`src/common/rename_pkg.sv`:
```
`default_nettype none

package rename_pkg;

    localparam int NUM_ARCH   = 32;
    localparam int NUM_PREGS  = 64;
    localparam int FREE_DEPTH = NUM_PREGS - NUM_ARCH;
    localparam int FREE_IDX_W = $clog2(FREE_DEPTH);

    typedef logic [4:0] arch_reg_t;
    typedef logic [7:0] preg_t;
    typedef logic [6:0] opcode_t;

    // Sentinels sit above the physical tag range
    localparam preg_t NO_SRC = 8'hFE;
    localparam preg_t NO_DST = 8'hFF;

    // RV32I major opcodes
    localparam opcode_t OP_LUI    = 7'b0110111;
    localparam opcode_t OP_AUIPC  = 7'b0010111;
    localparam opcode_t OP_JAL    = 7'b1101111;
    localparam opcode_t OP_JALR   = 7'b1100111;
    localparam opcode_t OP_BRANCH = 7'b1100011;
    localparam opcode_t OP_LOAD   = 7'b0000011;
    localparam opcode_t OP_STORE  = 7'b0100011;
    localparam opcode_t OP_IMM    = 7'b0010011;

    typedef struct packed {
        opcode_t   opcode;
        arch_reg_t rs1;
        arch_reg_t rs2;
        arch_reg_t rd;
    } rename_req_t;

    typedef struct packed {
        preg_t ps1;
        preg_t ps2;
        preg_t pd;
        preg_t old_pd;
        logic  no_tag;
    } rename_resp_t;

    // Whole map, entry k holds the tag of register k
    typedef preg_t [NUM_ARCH-1:0] map_snapshot_t;

    // Index bits plus one wrap bit
    typedef logic [FREE_IDX_W:0] free_ptr_t;

    function automatic logic uses_rs1(opcode_t op);
        return !(op inside {OP_LUI, OP_AUIPC, OP_JAL});
    endfunction

    function automatic logic uses_rs2(opcode_t op);
        return !(op inside {OP_LUI, OP_AUIPC, OP_JAL, OP_JALR, OP_LOAD, OP_IMM});
    endfunction

    // x0 is never renamed
    function automatic logic writes_rd(opcode_t op, arch_reg_t rd);
        logic no_dest_op;
        no_dest_op = op inside {OP_BRANCH, OP_STORE, 7'b0000000};
        return !no_dest_op && (rd != 5'd0);
    endfunction

endpackage

`default_nettype wire

```
`src/hw/free_list.sv`:
```
`timescale 1ns/1ns
`default_nettype none

module free_list #(
    parameter int NUM_PAGES = 8
) (
    input  wire logic                         clk,
    input  wire logic                         rst_n,
    input  wire logic                         flush,
    input  wire logic                         alloc,
    input  wire logic                         release_valid,
    input  wire rename_pkg::preg_t            release_tag,
    input  wire logic                         save,
    input  wire logic [$clog2(NUM_PAGES)-1:0] save_page,
    input  wire logic                         restore,
    input  wire logic [$clog2(NUM_PAGES)-1:0] restore_page,
    output rename_pkg::preg_t                 alloc_tag,
    output logic                              free_empty
);

    import rename_pkg::*;

    // Full at reset, tail one lap ahead of head
    localparam free_ptr_t HEAD_INIT = '0;
    localparam free_ptr_t TAIL_INIT = {1'b1, {FREE_IDX_W{1'b0}}};

    preg_t     fifo [FREE_DEPTH];
    free_ptr_t head_q;
    free_ptr_t tail_q;
    free_ptr_t snap_head;
    free_ptr_t work_head;
    logic      snap_wr;

    assign snap_wr = save && !restore && !flush;

    // Popped entries stay in the buffer, so moving head back frees them again
    assign work_head = restore ? snap_head : head_q;

    assign free_empty = (work_head == tail_q);
    assign alloc_tag  = fifo[work_head[FREE_IDX_W-1:0]];

    always_ff @(posedge clk or negedge rst_n) begin
        if (!rst_n) begin
            head_q <= HEAD_INIT;
        end else if (flush) begin
            head_q <= HEAD_INIT;
        end else if (alloc) begin
            head_q <= work_head + 1'b1;
        end else begin
            head_q <= work_head;
        end
    end

    // Release still lands during a restore, not during a flush
    always_ff @(posedge clk or negedge rst_n) begin
        if (!rst_n) begin
            tail_q <= TAIL_INIT;
            for (int i = 0; i < FREE_DEPTH; i++) begin
                fifo[i] <= preg_t'(NUM_ARCH + i);
            end
        end else if (flush) begin
            tail_q <= TAIL_INIT;
            for (int i = 0; i < FREE_DEPTH; i++) begin
                fifo[i] <= preg_t'(NUM_ARCH + i);
            end
        end else if (release_valid) begin
            fifo[tail_q[FREE_IDX_W-1:0]] <= release_tag;
            tail_q                       <= tail_q + 1'b1;
        end
    end

    // Head from before this cycle's pop
    rename_checkpoints #(
        .NUM_PAGES (NUM_PAGES),
        .payload_t (free_ptr_t)
    ) u_pages (
        .clk     (clk),
        .rst_n   (rst_n),
        .wr      (snap_wr),
        .wr_page (save_page),
        .wr_data (head_q),
        .rd_page (restore_page),
        .rd_data (snap_head)
    );

endmodule

`default_nettype wire

```
`src/hw/rename_checkpoints.sv`:
```
`timescale 1ns/1ns
`default_nettype none

module rename_checkpoints #(
    parameter int  NUM_PAGES = 8,
    parameter type payload_t = logic [7:0]
) (
    input  wire logic                         clk,
    input  wire logic                         rst_n,
    input  wire logic                         wr,
    input  wire logic [$clog2(NUM_PAGES)-1:0] wr_page,
    input  wire payload_t                     wr_data,
    input  wire logic [$clog2(NUM_PAGES)-1:0] rd_page,
    output payload_t                          rd_data
);

    payload_t pages [NUM_PAGES];

    // One page written per cycle at most
    always_ff @(posedge clk or negedge rst_n) begin
        if (!rst_n) begin
            for (int p = 0; p < NUM_PAGES; p++) begin
                pages[p] <= '0;
            end
        end else if (wr) begin
            pages[wr_page] <= wr_data;
        end
    end

    // Restore needs the page in the same cycle
    assign rd_data = pages[rd_page];

endmodule

`default_nettype wire

```
`src/hw/rename_stage.sv`:
```
`timescale 1ns/1ns
`default_nettype none

module rename_stage #(
    parameter int NUM_PAGES = 8
) (
    input  wire logic                         clk,
    input  wire logic                         rst_n,

    input  wire logic                         req_valid,
    input  wire rename_pkg::rename_req_t      req,

    input  wire logic                         save,
    input  wire logic [$clog2(NUM_PAGES)-1:0] save_page,
    input  wire logic                         restore,
    input  wire logic [$clog2(NUM_PAGES)-1:0] restore_page,
    input  wire logic                         flush,

    // Tags handed back by commit
    input  wire logic                         release_valid,
    input  wire rename_pkg::preg_t            release_tag,

    output logic                              resp_valid,
    output rename_pkg::rename_resp_t          resp,
    output logic                              free_empty
);

    import rename_pkg::*;

    logic  alloc;
    preg_t alloc_tag;

    rename_map #(
        .NUM_PAGES (NUM_PAGES)
    ) u_map (
        .clk          (clk),
        .rst_n        (rst_n),
        .flush        (flush),
        .req_valid    (req_valid),
        .req          (req),
        .save         (save),
        .save_page    (save_page),
        .restore      (restore),
        .restore_page (restore_page),
        .alloc_tag    (alloc_tag),
        .free_empty   (free_empty),
        .alloc        (alloc),
        .resp_valid   (resp_valid),
        .resp         (resp)
    );

    free_list #(
        .NUM_PAGES (NUM_PAGES)
    ) u_free (
        .clk           (clk),
        .rst_n         (rst_n),
        .flush         (flush),
        .alloc         (alloc),
        .release_valid (release_valid),
        .release_tag   (release_tag),
        .save          (save),
        .save_page     (save_page),
        .restore       (restore),
        .restore_page  (restore_page),
        .alloc_tag     (alloc_tag),
        .free_empty    (free_empty)
    );

endmodule

`default_nettype wire

```
`src/rat/rename_map.sv`:
```
`timescale 1ns/1ns
`default_nettype none

module rename_map #(
    parameter int NUM_PAGES = 8
) (
    input  wire logic                         clk,
    input  wire logic                         rst_n,
    input  wire logic                         flush,
    input  wire logic                         req_valid,
    input  wire rename_pkg::rename_req_t      req,
    input  wire logic                         save,
    input  wire logic [$clog2(NUM_PAGES)-1:0] save_page,
    input  wire logic                         restore,
    input  wire logic [$clog2(NUM_PAGES)-1:0] restore_page,
    input  wire rename_pkg::preg_t            alloc_tag,
    input  wire logic                         free_empty,
    output logic                              alloc,
    output logic                              resp_valid,
    output rename_pkg::rename_resp_t          resp
);

    import rename_pkg::*;

    function automatic map_snapshot_t identity_map();
        map_snapshot_t m;
        for (int k = 0; k < NUM_ARCH; k++) begin
            m[k] = preg_t'(k);
        end
        return m;
    endfunction

    localparam map_snapshot_t RESET_MAP = identity_map();

    map_snapshot_t map_q;
    map_snapshot_t map_d;
    map_snapshot_t snap_map;
    map_snapshot_t work_map;
    rename_resp_t  resp_d;
    logic          dst_wanted;
    logic          snap_wr;

    // Save is dropped when a restore or flush arrives with it
    assign snap_wr = save && !restore && !flush;

    // Restored map is visible to this cycle's rename
    assign work_map = restore ? snap_map : map_q;

    assign dst_wanted = req_valid && writes_rd(req.opcode, req.rd);
    assign alloc      = dst_wanted && !free_empty && !flush;

    always_comb begin
        resp_d.ps1    = uses_rs1(req.opcode) ? work_map[req.rs1] : NO_SRC;
        resp_d.ps2    = uses_rs2(req.opcode) ? work_map[req.rs2] : NO_SRC;
        resp_d.pd     = NO_DST;
        resp_d.old_pd = NO_DST;
        resp_d.no_tag = 1'b0;
        if (writes_rd(req.opcode, req.rd)) begin
            if (free_empty) begin
                // Caller ignored free_empty, nothing renamed
                resp_d.no_tag = 1'b1;
            end else begin
                resp_d.pd     = alloc_tag;
                resp_d.old_pd = work_map[req.rd];
            end
        end
    end

    always_comb begin
        map_d = work_map;
        if (alloc) begin
            map_d[req.rd] = alloc_tag;
        end
    end

    always_ff @(posedge clk or negedge rst_n) begin
        if (!rst_n) begin
            map_q      <= RESET_MAP;
            resp_valid <= 1'b0;
        end else if (flush) begin
            map_q      <= RESET_MAP;
            resp_valid <= 1'b0;
        end else begin
            map_q      <= map_d;
            resp_valid <= req_valid;
        end
    end

    always_ff @(posedge clk) begin
        if (req_valid) begin
            resp <= resp_d;
        end
    end

    // Snapshot holds the map from before this cycle's remap
    rename_checkpoints #(
        .NUM_PAGES (NUM_PAGES),
        .payload_t (map_snapshot_t)
    ) u_pages (
        .clk     (clk),
        .rst_n   (rst_n),
        .wr      (snap_wr),
        .wr_page (save_page),
        .wr_data (map_q),
        .rd_page (restore_page),
        .rd_data (snap_map)
    );

endmodule

`default_nettype wire

```
`config.mk`:
```
export PLATFORM = sky130hd
export DESIGN_NAME = rename_stage
export DESIGN_NICKNAME = d
export VERILOG_FILES = /design/src/common/rename_pkg.sv /design/src/hw/free_list.sv /design/src/hw/rename_checkpoints.sv /design/src/hw/rename_stage.sv /design/src/rat/rename_map.sv
export SDC_FILE = /design/constraint.sdc
export NUM_CORES = 2
export LEC_CHECK = 0
export BUFFER_PORTS_ARGS = -buffer_cell sky130_fd_sc_hd__buf_2
export CAP_MARGIN = 20
export CELL_PAD_IN_SITES_DETAIL_PLACEMENT = 1
export CELL_PAD_IN_SITES_GLOBAL_PLACEMENT = 2
export CORE_MARGIN = 4
export CORE_UTILIZATION = 36
export CTS_BUF_LIST = sky130_fd_sc_hd__clkbuf_2
export DETAILED_ROUTE_END_ITERATION = 7
export PLACE_DENSITY = 0.67
export SYNTH_ARGS = -nofsm -noshare
export SYNTH_HDL_FRONTEND = slang
export SYNTH_SLANG_ARGS = --single-unit
```
`constraint.sdc`:
```
create_clock -name clk -period 4.2 [get_ports clk]
set_input_delay 0 -clock clk [delete_from_list [all_inputs] [get_ports clk]]
set_output_delay 0 -clock clk [all_outputs]
set_load 0.02 [all_outputs]
```
==> metrics.csv <==
metric,value,unit
critPathCaptureType,primary output,
violations,setup timing,
drc,0,
yosysSeqAreaShare,0.5253,
worstSkewPairLatency,2.22,ns
crit_start,u_free.u_pages.pages[19],
grt_max_degree,182,
drt-pass1-iter-count,8,
track_usage,0.2451,
vias,85980,
max_slew_margin,0.2058,
worstPathArrival,4.60,ns
ant_nets,0,
gp_congestion,0.8561,
die_area,0.3629,mm2
hold_class,in2reg,
dp.cells,13500,
syn-cell-area,0.1272,mm2
wirelength,453600,um
antenna_found_initial,33,
rr_endpoint,u_map.map_q[90],
r2r_slack,-0.04,ns
drt-initial-drc-count,6530,
hold_path_depth,7,
post-dp-hpwl,281300,um
cts_tree,built,
p_leak,66.57,nW
synth_fa_ha_area_frac,0.0004918,
cts_buffer_depth,4,
finalCriticalPeriod,4.598,ns
path_max_fanout,3,
synthTopCellsByArea,"dfrtp_1 (48%), mux2_2 (20%), mux4_2 (11%)",
synthFlopType,dfrtp_1,
power_density,392.4,mW/mm2
clk_pin_slew_worst_paths,0.09,ns
worst-slew-pin-transition,1.191,ns
synth.area.mux_share,0.3605,
most-common-layout-cells,"dfrtp_1 (2428), mux2_2 (2238), clkbuf_2 (1099)",
setup_viol,3,
fmax,217.5,MHz
rsz0062_at_grt,true,
drive_above_1_share,0.4742,
async_reset_ff_frac,0.9876,
syn_to_final_growth,14.74,%
fin_nets,9824,
htreeDepth,6,
post-route-period-util,1.095,
maxSlewViolCount,0,
reg2reg_depth,12,
cts.sinks,2654,
core.rowCount,218,
fin_setup_tns,-0.4415,ns
io_pins,78,
syn_inst,8927,
synth_compound_area_frac,0.04588,
yosys_warnings,0,
via_per_inst,5.687,
synth_top_area_cell,dfrtp_1,
fin_ws,-0.3979,ns
synthesis.nets,8975,
hold_start,req[4],
path_class,reg2out,
initial_core_util,0.3612,
io_buffer_count,77,
synth_edf_count,33,
crit_end,free_empty,
grt_pass1_vias,95090,
cts_root_buf,clkbuf_2,
grt-ovfl-total,0,
layout_commonest_cell,dfrtp_1,
finClkSkew,0.2421,ns
yosysTopAreaCellShare,0.4776,
final_cells,15120,
fp.dieW,602.4,um
whs,0.1468,ns
synth_top_family_by_area,multiplexers,
required,4.20,ns
hold_violations,0,
numCtsBuffers,722,
cp-start-kind,flop,
ys_seq_elements,2654,
post_drt_wl_per_cell,30.00,um
die_y,602.4,um
synth_cell_types,78,
dp_slack,0.03728,ns
max-vdd-ir-drop,0.2381,mV
avgSynthCellArea,14.25,um2
coreArea,0.3521,mm2
yosys.area_share.simple,0.04213,
grt_pass1_wl,665600,um
synth-xor-area-share,0.0008262,
drv_cap,0,
status,"finished, violations left",
rr_startpoint,u_free.u_pages.pages[19],
-- worst max-delay path, cell delays in order (launching register included) --
cell        delay, ns
dfrtp_1          0.38
mux2_4           0.27
mux4_2           0.55
xnor2_4          0.21
nand3_2          0.11
o41ai_4          0.36
clkbuf_16        0.24
nand2_8          0.06
clkinvlp_4       0.20
buf_6            0.15
-- per-layer routing --
layer,global-route usage,part of all wire,up-vias
met2,0.3954,0.47,2688
met3,0.04352,0.054,923
met1,0.3226,0.43,46860
met4,0.1112,0.046,16
met5,0,0.00023,-
li1,-,-,35490
-- power breakdown --
group / switching [mW] / internal [mW]
Clock: 11.7 / 7.57
Combinational: 4.39 / 4.19
Sequential: 1.52 / 27.9
-- registers in the layout, summed over array words and instances (netlist names) --
signal	flops
u_free.u_pages.pages	48
u_free.fifo	256
u_free.tail_q	6
u_map.resp_valid	1
u_map.u_pages.pages	2048
u_map.map_q	256
u_map.resp	33
u_free.head_q	6
-- synth_stat cells (6+ instances only) --
cell type / number
a211o_1: 185
a211oi_1: 15
a21o_1: 6
a21oi_1: 130
a221oi_1: 14
a222oi_1: 10
a22o_1: 12
a22oi_1: 30
and2_1: 18
and3_1: 15
buf_1: 111
buf_2: 85
buf_4: 24
buf_6: 15
clkbuf_1: 488
dfrtp_1: 2428
dfstp_2: 193
edfxtp_1: 33
inv_1: 29
mux2_1: 6
mux2_2: 2238
mux2i_1: 623
mux4_2: 633
nand2_1: 248
nand2b_1: 15
nand3_1: 74
nand3b_1: 15
nand4_1: 9
nor2_1: 386
nor2b_1: 106
nor3_1: 21
nor3b_1: 13
o211ai_1: 16
o21ai_0: 279
o221ai_1: 9
o22a_1: 9
o22ai_1: 89
o311ai_0: 10
o31ai_1: 6
or2_2: 11
or3_1: 169
or4_1: 6
xor2_1: 8
-- logic make-up (layout without fill, tap and decap cells) --
| group | after synthesis | after routing |
|---|---|---|
| adders and majority gates | 5 | 5 |
| muxes | 3504 | 3504 |
| buffers and inverters | 759 | 2183 |
| xor gates and xnor gates | 12 | 12 |
| and+or+nand+nor | 1120 | 1120 |
| DFF | 2654 | 2654 |
| AOI/OAI and AO/OA | 873 | 873 |
| other | 0 | 38 |
-- per-stage QoR --
stage	power [mW]	instance area, um2	util
floorplan	34.48	127200	-
global placement	37.70	135800	0.3857
detailed placement	38.18	135900	0.3859
CTS	58.09	145800	0.4140
global route	60.36	145900	0.4143
finish	57.28	146000	0.4145
-- timing repair --
action	in CTS	in global routing
pin swaps	6	4
gates cloned	1	2
hold endpoints to repair	5308	2
buffers inserted	7	6
endpoints found under the setup margin	1	396
hold buffers	273	1
resized for setup	15	17
-- worst min path at each step --
stage	slack, ns	to
after global routing	0.09	u_map.resp[2]
after floorplan	-0.30	u_free.fifo[102]
after detailed placement	0.02	u_map.u_pages.pages[568]
after CTS	0.01	u_map.resp[31]
after global placement	0.03	u_map.u_pages.pages[824]
final	0.15	u_map.resp[2]
-- final cells by class --
type | instances | area, um2
clock buffers | 1098 | 5495
clock inverters | 201 | 1197
multi-input cells | 5514 | 57440
well taps | 4730 | 5918
inverters | 35 | 141.4
flip-flops and latches | 2654 | 66820
fillers | 36220 | 206200
repair buffers | 849 | 8846
diodes | 38 | 95.09
No activity file was read; power rests on OpenSTA's default activity.
